$ cat src/rtl/ines_macros.svh
// ****************************************
// Constants of the iNES image loader
// Include in any file that needs header sizes,
// page shifts or memory base addresses
// ****************************************
`ifndef INES_MACROS_SVH
`define INES_MACROS_SVH

// iNES header
`define INES_HEADER_BYTES 16
`define INES_MAGIC0 8'h4E // 'N'
`define INES_MAGIC1 8'h45 // 'E'
`define INES_MAGIC2 8'h53 // 'S'
`define INES_MAGIC3 8'h1A // MS-DOS EOF

// Memory layout
`define MEM_ADDR_W 22
`define PRG_PAGE_SHIFT 14 // 16 KiB PRG pages
`define CHR_PAGE_SHIFT 13 // 8 KiB CHR pages
`define PRG_BASE_ADDR 22'h000000
`define CHR_BASE_ADDR 22'h200000

`endif

$ cat src/rtl/ines_pkg.sv
// ****************************************
// Shared types of the iNES image loader
// Import into modules that use states, flags or bus types
// ****************************************
`include "ines_macros.svh"

package ines_pkg;

	typedef logic [`MEM_ADDR_W-1:0] mem_addr_t;

	typedef enum logic [2:0] {
		st_header,
		st_prg,
		st_chr,
		st_done,
		st_error
	} loader_state_t;

	// Cartridge description handed to the NES core
	typedef struct packed {
		logic [7:0] submapper;   // iNES 2.0 only
		logic       four_screen;
		logic       chr_ram;     // No CHR ROM in the image
		logic       mirroring;
		logic [2:0] chr_size;
		logic [2:0] prg_size;
		logic [7:0] mapper;
	} mapper_flags_t;

	// Wishbone classic master request, byte wide
	typedef struct packed {
		logic      cyc;
		logic      stb;
		logic      we;
		mem_addr_t adr;
		logic [7:0] dat;
	} wb_req_t;

	// Smallest k with pages <= 2**k, 7 when above 64
	function automatic logic [2:0] size_code(input logic [7:0] pages);
		logic [2:0] code;
		code = 3'd7;
		for (int k = 6; k >= 0; k--) begin
			if (pages <= (8'd1 << k))
				code = 3'(k);
		end
		return code;
	endfunction

endpackage

$ cat src/rtl/game_loader.sv
// ****************************************
// NES cartridge image loader, top level
// Takes an iNES file as a byte stream and writes
// PRG and CHR data to memory over Wishbone
// ****************************************
`timescale 1ns/100ps

module game_loader import ines_pkg::*; (
	input  logic          clk,
	input  logic          reset,
	input  logic          download,
	input  logic [7:0]    in_data,
	input  logic          in_valid,
	output logic          in_ready,
	input  logic          invert_mirroring,
	output wb_req_t       wb_req,
	input  logic          wb_ack,
	output logic          busy,
	output logic          done,
	output logic          error,
	output mapper_flags_t mapper_flags
);

	logic       restart;
	logic       hdr_wr;
	logic       hdr_complete;
	logic       hdr_ok;
	logic [7:0] prg_pages;
	logic [7:0] chr_pages;
	logic       cnt_load_prg;
	logic       cnt_load_chr;
	logic       cnt_step;
	logic       count_zero;
	mem_addr_t  addr;
	logic       wr_start;
	logic       wr_idle;

	loader_fsm fsm_i (
		.clk          (clk),
		.reset        (reset),
		.download     (download),
		.in_valid     (in_valid),
		.in_ready     (in_ready),
		.hdr_complete (hdr_complete),
		.hdr_ok       (hdr_ok),
		.count_zero   (count_zero),
		.wr_idle      (wr_idle),
		.restart      (restart),
		.hdr_wr       (hdr_wr),
		.cnt_load_prg (cnt_load_prg),
		.cnt_load_chr (cnt_load_chr),
		.cnt_step     (cnt_step),
		.wr_start     (wr_start),
		.busy         (busy),
		.done         (done),
		.error        (error)
	);

	ines_header_decode header_i (
		.clk              (clk),
		.reset            (reset),
		.clear            (restart),
		.hdr_wr           (hdr_wr),
		.in_data          (in_data),
		.invert_mirroring (invert_mirroring),
		.hdr_complete     (hdr_complete),
		.hdr_ok           (hdr_ok),
		.prg_pages        (prg_pages),
		.chr_pages        (chr_pages),
		.mapper_flags     (mapper_flags)
	);

	load_counter counter_i (
		.clk          (clk),
		.reset        (reset),
		.cnt_load_prg (cnt_load_prg),
		.cnt_load_chr (cnt_load_chr),
		.cnt_step     (cnt_step),
		.prg_pages    (prg_pages),
		.chr_pages    (chr_pages),
		.addr         (addr),
		.count_zero   (count_zero)
	);

	// Memory side
	wb_write_master wb_i (
		.clk      (clk),
		.reset    (reset),
		.wr_start (wr_start),
		.addr     (addr),
		.in_data  (in_data),
		.wb_ack   (wb_ack),
		.wb_req   (wb_req),
		.wr_idle  (wr_idle)
	);

endmodule

$ cat src/rtl/ines_header_decode.sv
// ****************************************
// iNES header store and decoder
// Collects the 16 header bytes, checks them and
// produces page counts and the mapper flag word
// ****************************************
`timescale 1ns/100ps
`include "ines_macros.svh"

module ines_header_decode import ines_pkg::*; (
	input  logic          clk,
	input  logic          reset,
	input  logic          clear,
	input  logic          hdr_wr,
	input  logic [7:0]    in_data,
	input  logic          invert_mirroring,
	output logic          hdr_complete,
	output logic          hdr_ok,
	output logic [7:0]    prg_pages,
	output logic [7:0]    chr_pages,
	output mapper_flags_t mapper_flags
);

	localparam int IDX_W = $clog2(`INES_HEADER_BYTES + 1);
	localparam int SEL_W = $clog2(`INES_HEADER_BYTES);

	logic [7:0]       hdr_mem [`INES_HEADER_BYTES];
	logic [IDX_W-1:0] idx;
	logic             is_nes20;
	logic             tail_nz;
	logic             is_dirty;

	assign hdr_complete = (idx == IDX_W'(`INES_HEADER_BYTES));

	always_ff @(posedge clk) begin
		if (reset || clear) begin
			idx <= '0;
		end else if (hdr_wr && !hdr_complete) begin
			idx <= idx + 1'b1;
		end
	end

	always_ff @(posedge clk) begin
		if (hdr_wr && !hdr_complete && !clear)
			hdr_mem[idx[SEL_W-1:0]] <= in_data;
	end

	// "NES" + EOF, and no trainer block
	assign hdr_ok = (hdr_mem[0] == `INES_MAGIC0) && (hdr_mem[1] == `INES_MAGIC1) &&
		(hdr_mem[2] == `INES_MAGIC2) && (hdr_mem[3] == `INES_MAGIC3) && !hdr_mem[6][2];

	assign prg_pages = hdr_mem[4];
	assign chr_pages = hdr_mem[5]; // Zero means CHR RAM

	assign is_nes20 = (hdr_mem[7][3:2] == 2'b10);

	// Old dumps often carry junk in the unused tail
	always_comb begin
		tail_nz = |hdr_mem[9][7:1];
		for (int i = 10; i < `INES_HEADER_BYTES; i++) begin
			tail_nz = tail_nz | (|hdr_mem[i]);
		end
	end

	assign is_dirty = !is_nes20 && tail_nz;

	always_comb begin
		mapper_flags.submapper   = is_nes20 ? hdr_mem[8] : 8'h00;
		mapper_flags.four_screen = hdr_mem[6][3];
		mapper_flags.chr_ram     = (chr_pages == 8'd0);
		mapper_flags.mirroring   = hdr_mem[6][0] ^ invert_mirroring;
		mapper_flags.chr_size    = size_code(chr_pages);
		mapper_flags.prg_size    = size_code(prg_pages);
		mapper_flags.mapper      = {is_dirty ? 4'h0 : hdr_mem[7][7:4], hdr_mem[6][7:4]};
	end

endmodule

$ cat src/rtl/load_counter.sv
// ****************************************
// Byte and address counters for PRG and CHR loading
// Loaded at each phase change, stepped per written byte
// ****************************************
`timescale 1ns/100ps
`include "ines_macros.svh"

module load_counter import ines_pkg::*; (
	input  logic       clk,
	input  logic       reset,
	input  logic       cnt_load_prg,
	input  logic       cnt_load_chr,
	input  logic       cnt_step,
	input  logic [7:0] prg_pages,
	input  logic [7:0] chr_pages,
	output mem_addr_t  addr,
	output logic       count_zero
);

	mem_addr_t bytes_left;
	mem_addr_t prg_bytes;
	mem_addr_t chr_bytes;

	// Page counts scaled to bytes
	assign prg_bytes = mem_addr_t'({prg_pages, {`PRG_PAGE_SHIFT{1'b0}}});
	assign chr_bytes = mem_addr_t'({chr_pages, {`CHR_PAGE_SHIFT{1'b0}}});

	always_ff @(posedge clk) begin
		if (reset) begin
			bytes_left <= '0;
			addr       <= '0;
		end else if (cnt_load_prg) begin
			bytes_left <= prg_bytes;
			addr       <= `PRG_BASE_ADDR;
		end else if (cnt_load_chr) begin
			bytes_left <= chr_bytes;
			addr       <= `CHR_BASE_ADDR;
		end else if (cnt_step) begin
			bytes_left <= bytes_left - 1'b1;
			addr       <= addr + 1'b1;
		end
	end

	assign count_zero = (bytes_left == '0);

endmodule

$ cat src/rtl/loader_fsm.sv
// ****************************************
// Loader sequencer
// Walks header, PRG, CHR and the end states,
// paces the byte input and drives the other blocks
// ****************************************
`timescale 1ns/100ps

module loader_fsm import ines_pkg::*; (
	input  logic clk,
	input  logic reset,
	input  logic download,
	input  logic in_valid,
	output logic in_ready,
	input  logic hdr_complete,
	input  logic hdr_ok,
	input  logic count_zero,
	input  logic wr_idle,
	output logic restart,
	output logic hdr_wr,
	output logic cnt_load_prg,
	output logic cnt_load_chr,
	output logic cnt_step,
	output logic wr_start,
	output logic busy,
	output logic done,
	output logic error
);

	loader_state_t state;
	logic          download_q;
	logic          accept;
	logic          in_load;
	logic          phase_end;

	assign restart = download && !download_q; // New file starts

	assign in_load   = (state == st_prg) || (state == st_chr);
	assign phase_end = in_load && count_zero && wr_idle;

	// One byte in flight at a time while loading
	always_comb begin
		case (state)
			st_header: in_ready = !hdr_complete;
			st_prg,
			st_chr:    in_ready = wr_idle && !count_zero;
			default:   in_ready = 1'b1; // Drop trailing bytes
		endcase
		if (restart)
			in_ready = 1'b0;
	end

	assign accept = in_valid && in_ready;

	assign hdr_wr   = accept && (state == st_header);
	assign wr_start = accept && in_load;
	assign cnt_step = wr_start;

	assign cnt_load_prg = (state == st_header) && hdr_complete && hdr_ok;
	assign cnt_load_chr = (state == st_prg) && phase_end;

	always_ff @(posedge clk) begin
		if (reset) begin
			state      <= st_header;
			download_q <= 1'b0;
		end else begin
			download_q <= download;
			if (restart) begin
				state <= st_header;
			end else begin
				case (state)
					st_header: begin
						if (hdr_complete)
							state <= hdr_ok ? st_prg : st_error;
					end
					st_prg: begin
						if (phase_end)
							state <= st_chr;
					end
					st_chr: begin
						if (phase_end)
							state <= st_done;
					end
					default: state <= state; // Wait for the next download
				endcase
			end
		end
	end

	// Status follows the state directly
	assign busy  = in_load || ((state == st_header) && hdr_complete);
	assign done  = (state == st_done) || (state == st_error);
	assign error = (state == st_error);

endmodule

$ cat src/rtl/wb_write_master.sv
// ****************************************
// Wishbone classic single write master
// Pulse wr_start with address and byte valid,
// wr_idle returns high after the ack
// ****************************************
`timescale 1ns/100ps

module wb_write_master import ines_pkg::*; (
	input  logic       clk,
	input  logic       reset,
	input  logic       wr_start,
	input  mem_addr_t  addr,
	input  logic [7:0] in_data,
	input  logic       wb_ack,
	output wb_req_t    wb_req,
	output logic       wr_idle
);

	wb_req_t req;

	always_ff @(posedge clk) begin
		if (reset) begin
			req <= '0;
		end else if (req.stb) begin
			if (wb_ack) begin // Slave took the byte
				req.cyc <= 1'b0;
				req.stb <= 1'b0;
				req.we  <= 1'b0;
			end
		end else if (wr_start) begin
			req.cyc <= 1'b1;
			req.stb <= 1'b1;
			req.we  <= 1'b1;
			req.adr <= addr;
			req.dat <= in_data;
		end
	end

	assign wb_req  = req;
	assign wr_idle = !req.cyc;

endmodule

$ cat config.mk
export PLATFORM = sky130hd
export DESIGN_NAME = game_loader
export DESIGN_NICKNAME = d
export VERILOG_FILES = /design/src/rtl/ines_pkg.sv /design/src/rtl/game_loader.sv /design/src/rtl/ines_header_decode.sv /design/src/rtl/load_counter.sv /design/src/rtl/loader_fsm.sv /design/src/rtl/wb_write_master.sv
export VERILOG_INCLUDE_DIRS = /design/src /design/src/rtl
export SDC_FILE = /design/constraint.sdc
export NUM_CORES = 1
export LEC_CHECK = 0
export BUFFER_PORTS_ARGS = -buffer_cell sky130_fd_sc_hd__buf_4
export CAP_MARGIN = 10
export CORE_MARGIN = 10
export CORE_UTILIZATION = 45
export DETAILED_ROUTE_END_ITERATION = 8
export GPL_TIMING_DRIVEN = 1
export PLACE_DENSITY = 0.72
export SETUP_SLACK_MARGIN = 0.2
export SLEW_MARGIN = 20
export SYNTH_ARGS = -nofsm -noshare
export SYNTH_HDL_FRONTEND = slang
export SYNTH_SLANG_ARGS = --single-unit
$ cat constraint.sdc
create_clock -name clk -period 2.6 [get_ports clk]
set_input_delay 0.52 -clock clk [delete_from_list [all_inputs] [get_ports clk]]
set_output_delay 0.52 -clock clk [all_outputs]
set_load 0.02 [all_outputs]
==> impl_results.md, run 1 <==
- CTS Buffer Depth: 3
- Unrepaired setup endpoints after global routing: yes
- Cts bufs inserted: 22
- Row cnt: 49
- Avg Inst Size Synth: 11.8 um2
- R2r worst-path depth: 10
- Vias/cell: 5.71
- Worst setup SP type: register
- F_max: 362 MHz
- Starting Density: 46.2%
- Hold Crit Class: input port to register
- Switching part of the total: 20.5%
- Cells along the critical path: or3_4 > nor3_4 > mux2_4 > a2111oi_4 > a31oi_1 > buf_4
- Netlist cell types: 66
- Reg2reg start: counter_i.bytes_left[1]
- Die W: 156 um
- Layout Cells excl Fill: 1089
- Clock slew at reported path FFs: 60 ps
- Slew Viols, Final: 0
- Gate power share: 2.4%
- Critical Path AT: 2240 ps
- Post-Syn Nets: 731
- Buffers and inverters on the worst path: 1
- Max-cap violation count: 0
- Cells after synthesis: 711
- Pin count of the biggest net entering global routing: 46
- Final ANT Viol Nets: 0
- Maximum vdd drop: 549 uV
- Min cycle time layout: 2760 ps
- Syn-to-layout area delta: 34.2%
- Share of cells above drive strength 1: 35.8%
- Post-route DRC: 0
- Design Area, Final: 11200 um2
- DP Worst Slack: 182 ps
- Sequential Power Share: 51.6%
- Wirelength per Cell: 20.5 um
- Min Hold Slack: 240 ps
- IO Port Bufs: 75
- Yosys reg bits: 209
- Reg-to-Reg End: counter_i.bytes_left[16]
- Failing checks: setup timing
- Asr flop ratio synth: 0%
- Peak fanout along the critical path: 4
- Post-DP Area: 9270 um2
- Setup violators final: 2
- Clock power share: 46.0%
- Required @ worst endpoint: 2080 ps
- NetSw: 1.40 mW
- Final Hold Vio Count: 0
- Die area: 24500 um2
- Vias in the first global route: 5686
- # H-tree levels: 1
- Final period util: 106%
- Slowest CP cell: or3_4
- Global-route wire length before repair: 30100 um
- Clock root buffer: clkbuf_16
- Diode count: 0
- Num ports: 76
- Pleak: 3.97 nW
- Int Pwr: 5.43 mW
- Routed wire length: 22400 um
- Crit Path Category: register to output port
- Slowest cell delay on critical path: 430 ps
- Grt total ovfl: 0
- Worst-Skew Late Latency: 510 ps
- Yosys warnings: 0
- Top_reg_cell synth: edfxtp_1
- 1st-iter DRT viols: 385
- CP startpoint: header_i.hdr_mem[4][0]
- Worst-margin pin slew: 561 ps
- PwrDens: 607 nW/um2
- CP delay by family, top: simple AND/OR/NAND/NOR gates
- Detail Placement HPWL: 11800 um
- Crit end category: output port
- Number of synthesized flops with an enable pin: 124
- Flop-to-flop setup slack: 90 ps
- CP Depth: 6
- Setup tns final: -213 ps
- Gr usage total: 15.0%
- Post-synthesis sequential area ratio: 64.7%
- # clock sinks: 209
- First-pass iteration count of the detailed router: 5
- CTS tree: done
- Final Worst Setup Slack: -164 ps
- Status: complete, but fails checks
- Synthesized cell area: 8380 um2
- Relative slew slack: 62.6%
- Clock skew: 10.3 ps
- Placed Cells: 1003
- Vias after detailed routing: 6219
- Die height: 156 um
- Critical Path End: mapper_flags[8]
- Layout fillers: 1323
- Placeable Area: 18100 um2
- RePlAce Congestion: 0.847
- Total Nets Final: 864
- Initial antenna violation count: 0
==> logic make-up (layout without fill, tap and decap cells) <==
| family | after synthesis | count (layout) | share of synthesized area, % |
|---|---|---|---|
| XOR/XNOR | 45 | 45 | 4.70 |
| buffers and inverters | 46 | 194 | 2.78 |
| adder cells (fa/ha/maj) | 6 | 6 | 0.896 |
| AND/OR/NAND/NOR | 285 | 285 | 18.1 |
| AO/OA/AOI/OAI | 115 | 116 | 8.23 |
| flip-flops | 209 | 209 | 64.7 |
| multiplexers | 5 | 5 | 0.612 |
==> placed cells by master (no fill, tap or decap), drive strengths merged, types with 4 or more instances in the layout <==
cell type  count
buf          137
edfxtp       124
dfxtp         85
nor2          72
nand2         57
a21oi         49
o21ai         37
and2          30
xor2          30
clkbuf        29
nor4          24
nor3          22
nand4         17
nand3         16
xnor2         15
inv           12
clkinv         9
and3           6
or3            6
ha             6
nor2b          5
o211ai         4
mux2i          4
nand2b         4
clkinvlp       4
==> layer usage <==
metal | GRT usage, % | wire, um | vias up | share of wire, %
li1 | - | - | 2855 | -
met1 | 20.0 | 9170 | 3067 | 41
met2 | 24.4 | 11000 | 241 | 49
met3 | 2.93 | 1500 | 56 | 6.7
met4 | 4.49 | 653 | 0 | 2.9
met5 | 0 | 0 | - | 0
==> worst min-delay path by stage <==
stage	start	endpoint	slack, ps	depth (start not counted)
global placement	counter_i.addr[21]	wb_i.wb_req[29]	460	2
global route	download	fsm_i.download_q	260	2
floorplan	counter_i.addr[21]	wb_i.wb_req[29]	440	2
finish	download	fsm_i.download_q	240	2
CTS	download	fsm_i.download_q	230	2
detailed placement	wb_i.wb_req[12]	wb_i.wb_req[12]	470	2
==> worst register-to-register path: cells and delay by family (launching register included) <==
kind / cells / cell delay (ps)
AO/OA/AOI/OAI: 2 / 240
buffers and inverters: 3 / 420
flip-flops: 1 / 320
adder cells (fa/ha/maj): 1 / 130
AND/OR/NAND/NOR: 4 / 1260
==> power groups by stage <==
| stage | logic (mW) | registers (mW) | clock network [mW] |
|---|---|---|---|
| 6_report | 0.166 | 3.52 | 3.14 |
| 5_1_grt | 0.176 | 3.52 | 3.31 |
| 4_1_cts | 0.125 | 3.52 | 3.17 |
| 3_5_place_dp | 0.120 | 3.59 | 0 |
| 3_3_place_gp | 0.120 | 3.59 | 0 |
| 2_1_floorplan | 0.0476 | 3.59 | 0 |
==> layout make-up <==
cell class | instances | area (um2) | area share (%)
clock inverter | 16 | 175 | 1.56
multi-input combinational | 457 | 3440 | 30.6
inverter | 12 | 47.5 | 0.423
timing repair buffer | 142 | 1320 | 11.7
sequential | 209 | 5430 | 48.3
tap | 229 | 287 | 2.55
clock buffer | 24 | 558 | 4.96
==> timing repair <==
action / CTS / global route
gates cloned: 1 / 12
hold buffers: 0 / 0
endpoints found under the setup margin: 11 / 79
gates resized for setup: 47 / 161
pin swaps: 20 / 85
setup buffers: 16 / 17
==> synthesized netlist by cell type (3+ instances only) <==
master    count  area, um2
a21o_1        3       22.5
a21oi_1      47        235
and2_1       30        188
and3_1        6       37.5
buf_2         3       15.0
buf_4        13       97.6
clkbuf_1     16       60.1
dfxtp_1      85       1700
edfxtp_1    124       3720
ha_1          6       75.1
inv_1        12       45.0
mux2i_1       4       40.0
nand2_1      57        214
nand2b_1      4       25.0
nand3_1      16       80.1
nand4_1      17        106
nand4b_1      3       26.3
nor2_1       72        270
nor2b_1       5       31.3
nor3_1       21        105
nor4_1       22        138
nor4b_1       3       26.3
nor4bb_1      3       30.0
o211ai_1      4       30.0
o21ai_0      36        180
or2_2         3       18.8
or3_1         5       31.3
xnor2_1      15        131
xor2_1       30        263
==> metrics by stage <==
| step | power [mW] | utilization (%) |
|---|---|---|
| floorplan | 3.64 | - |
| global placement | 3.71 | 51.1 |
| detailed placement | 3.71 | 51.1 |
| CTS | 6.81 | 56.7 |
| global route | 7.01 | 62.0 |
| finish | 6.83 | 62.0 |
==> registers in the layout (all words and copies together) (netlist names) <==
register              flops
header_i.hdr_mem        124
wb_i.wb_req              32
counter_i.addr           22
counter_i.bytes_left     22
header_i.idx              5
fsm_i.state               3
fsm_i.download_q          1
(Power assumes the default switching activity.)
==> run 2: changes to the inputs <==
- CORE_ASPECT_RATIO: not set -> 1.75
==> run 2 against run 1 <==
The run still ends with setup timing left. Setup slack better by 49 ps. Register-to-register slack better by 190 ps. Utilization down 5.5 points. Fmax up 1.8%. Sequential cell count unchanged. Sequential power about the same.
==> impl_results.md, run 2 (synthesis results as in run 1) <==
- Setup violators final: 1 (was 2)
- Placeable Area: 18500 um2 (was 18100 um2)
- Peak fanout along the critical path: 2 (was 4)
- Die W: 123 um (was 156 um)
- Crit Path Category: register to output port (unchanged)
- Crit end category: output port (unchanged)
- Max-cap violation count: 0 (unchanged)
- Largest register FFs: 124 (unchanged)
- Starting Density: 45.3% (was 46.2%)
- # H-tree levels: 1 (unchanged)
- Vias after detailed routing: 5807 (was 6219)
- Worst setup SP type: register (unchanged)
- Clock root buffer: clkbuf_16 (unchanged)
- Grt total ovfl: 0 (unchanged)
- RePlAce Congestion: 0.858 (was 0.847)
- Maximum vdd drop: 592 uV (was 549 uV)
- Worst-margin pin slew: 718 ps (was 561 ps)
- Worst-Skew Late Latency: 470 ps (was 510 ps)
- Final core area utilization: 56.5% (was 62.0%)
- Layout Cells excl Fill: 1073 (was 1089)
- Clock slew at reported path FFs: 70 ps (was 60 ps)
- Failing checks: setup timing (unchanged)
- Min Hold Slack: 274 ps (was 240 ps)
- Multi-input logic area: 2990 um2 (was 3440 um2)
- First-pass iteration count of the detailed router: 5 (unchanged)
- FF/Latch Area: 5440 um2 (was 5430 um2)
- Diode count: 0 (unchanged)
- Final Hold Vio Count: 0 (unchanged)
- Required @ worst endpoint: 2080 ps (about the same)
- Relative slew slack: 52.0% (was 62.6%)
- Routed wire length: 19100 um (was 22400 um)
- Placed Cells: 1013 (was 1003)
- # clock sinks: 209 (unchanged)
- Clock skew: 9.90 ps (was 10.3 ps)
- Initial antenna violation count: 0 (unchanged)
- Num ports: 76 (unchanged)
- Final ANT Viol Nets: 0 (unchanged)
- Slew Viols, Final: 0 (unchanged)
- Detail Placement HPWL: 12600 um (was 11800 um)
- Pleak: 3.72 nW (was 3.97 nW)
- Gr usage total: 14.7% (was 15.0%)
- Setup tns final: -115 ps (was -213 ps)
- Cts bufs inserted: 19 (was 22)
- CTS Buffer Depth: 3 (unchanged)
- F_max: 368 MHz (was 362 MHz)
- Layout fillers: 1528 (was 1323)
- Die height: 201 um (was 156 um)
- Pin count of the biggest net entering global routing: 46 (unchanged)
- Final period util: 104% (was 106%)
- CTS tree: done (unchanged)
- Row cnt: 66 (was 49)
- Vias in the first global route: 5646 (was 5686)
- Hold Crit Depth: 2 (unchanged)
- Min cycle time layout: 2720 ps (was 2760 ps)
- PwrDens: 633 nW/um2 (was 607 nW/um2)
- IO Port Bufs: 75 (unchanged)
- Wirelength per Cell: 17.8 um (was 20.5 um)
- Share of cells above drive strength 1: 26.1% (was 35.8%)
- Final Worst Setup Slack: -115 ps (was -164 ps)
- Post-route DRC: 0 (unchanged)
- Total Nets Final: 843 (was 864)
- Commonest non-fill, non-tap cell in the layout: edfxtp_1 (unchanged)
- Cts hold-fix bufs: 0 (unchanged)
- Syn-to-layout area delta: 24.7% (was 34.2%)
- Die area: 24700 um2 (was 24500 um2)
- Critical Path AT: 2200 ps (was 2240 ps)
- 1st-iter DRT viols: 355 (was 385)
- Vias/cell: 5.41 (was 5.71)
- Global-route wire length before repair: 29300 um (was 30100 um)
- Unrepaired setup endpoints after global routing: yes (unchanged)
- Status: complete, but fails checks (unchanged)
- R2r worst-path depth: 11 (was 10)
- Hold Crit Class: input port to register (unchanged)
- Most frequent cells in the layout: edfxtp_1 (124), buf_4 (111), dfxtp_1 (79), nor2_1 (68), nand2_1 (56) (was edfxtp_1 (124), buf_4 (109), dfxtp_1 (81), nand2_1 (55))
run 2: cell count changes in the layout (fill, tap and decap cells not counted), sizes merged:
cell	previous run	this run
a21oi	49	48
clkinv	9	1
clkinvlp	4	0
buf	137	125
inv	12	14
clkbuf	29	27
run 2: final cells by class:
class	instances	area share, %
inverter	12	0.455
timing repair buffer	125	9.57
sequential	209	52.0
clock inverter	6	1.05
multi-input combinational	456	28.6
clock buffer	27	5.43
tap	238	2.85
run 2: timing repair:
action	CTS	global route
pin swaps	17	8
gates resized for setup	45	40
buffers inserted	14	13
endpoints found under the setup margin	34	62
run 2: critical path, stage by stage, from the launching register on:
cell	delay [ps]
edfxtp_1	390
or3_4	420
nor3_4	130
mux2_4	330
a2111oi_4	180
a31oi_1	90
buf_4	180
run 2: worst paths after layout:
| kind | start | endpoint | slack [ps] |
|---|---|---|---|
| worst max-delay path | header_i.hdr_mem[4][1] | mapper_flags[8] | -120 |
| worst min register to register | wb_i.wb_req[15] | wb_i.wb_req[15] | 480 |
| worst max register to register | counter_i.bytes_left[1] | counter_i.bytes_left[14] | 280 |
| worst min-delay path | download | fsm_i.download_q | 270 |
run 2: report_power, final:
group | internal (mW) | switching (mW)
Combinational | 0.0430 | 0.0959
Clock | 1.82 | 1.14
Sequential | 3.51 | 0.00420
Total | 5.38 | 1.24
run 2: metal layers:
metal	vias to the layer above	GRT usage, %	wire length, um
li1	2803	-	-
met1	2859	15.7	7130
met2	108	28.0	10700
met3	37	2.14	726
met4	0	4.97	483
met5	-	0	0
run 2: through the flow:
step | setup WS [ps] | total power, mW | cell area (um2)
floorplan | 207 | 3.64 | 8390
global placement | 118 | 3.71 | 9230
detailed placement | 127 | 3.72 | 9240
CTS | -145 | 6.66 | 10200
global route | -205 | 6.83 | 10400
finish | -115 | 6.61 | 10400
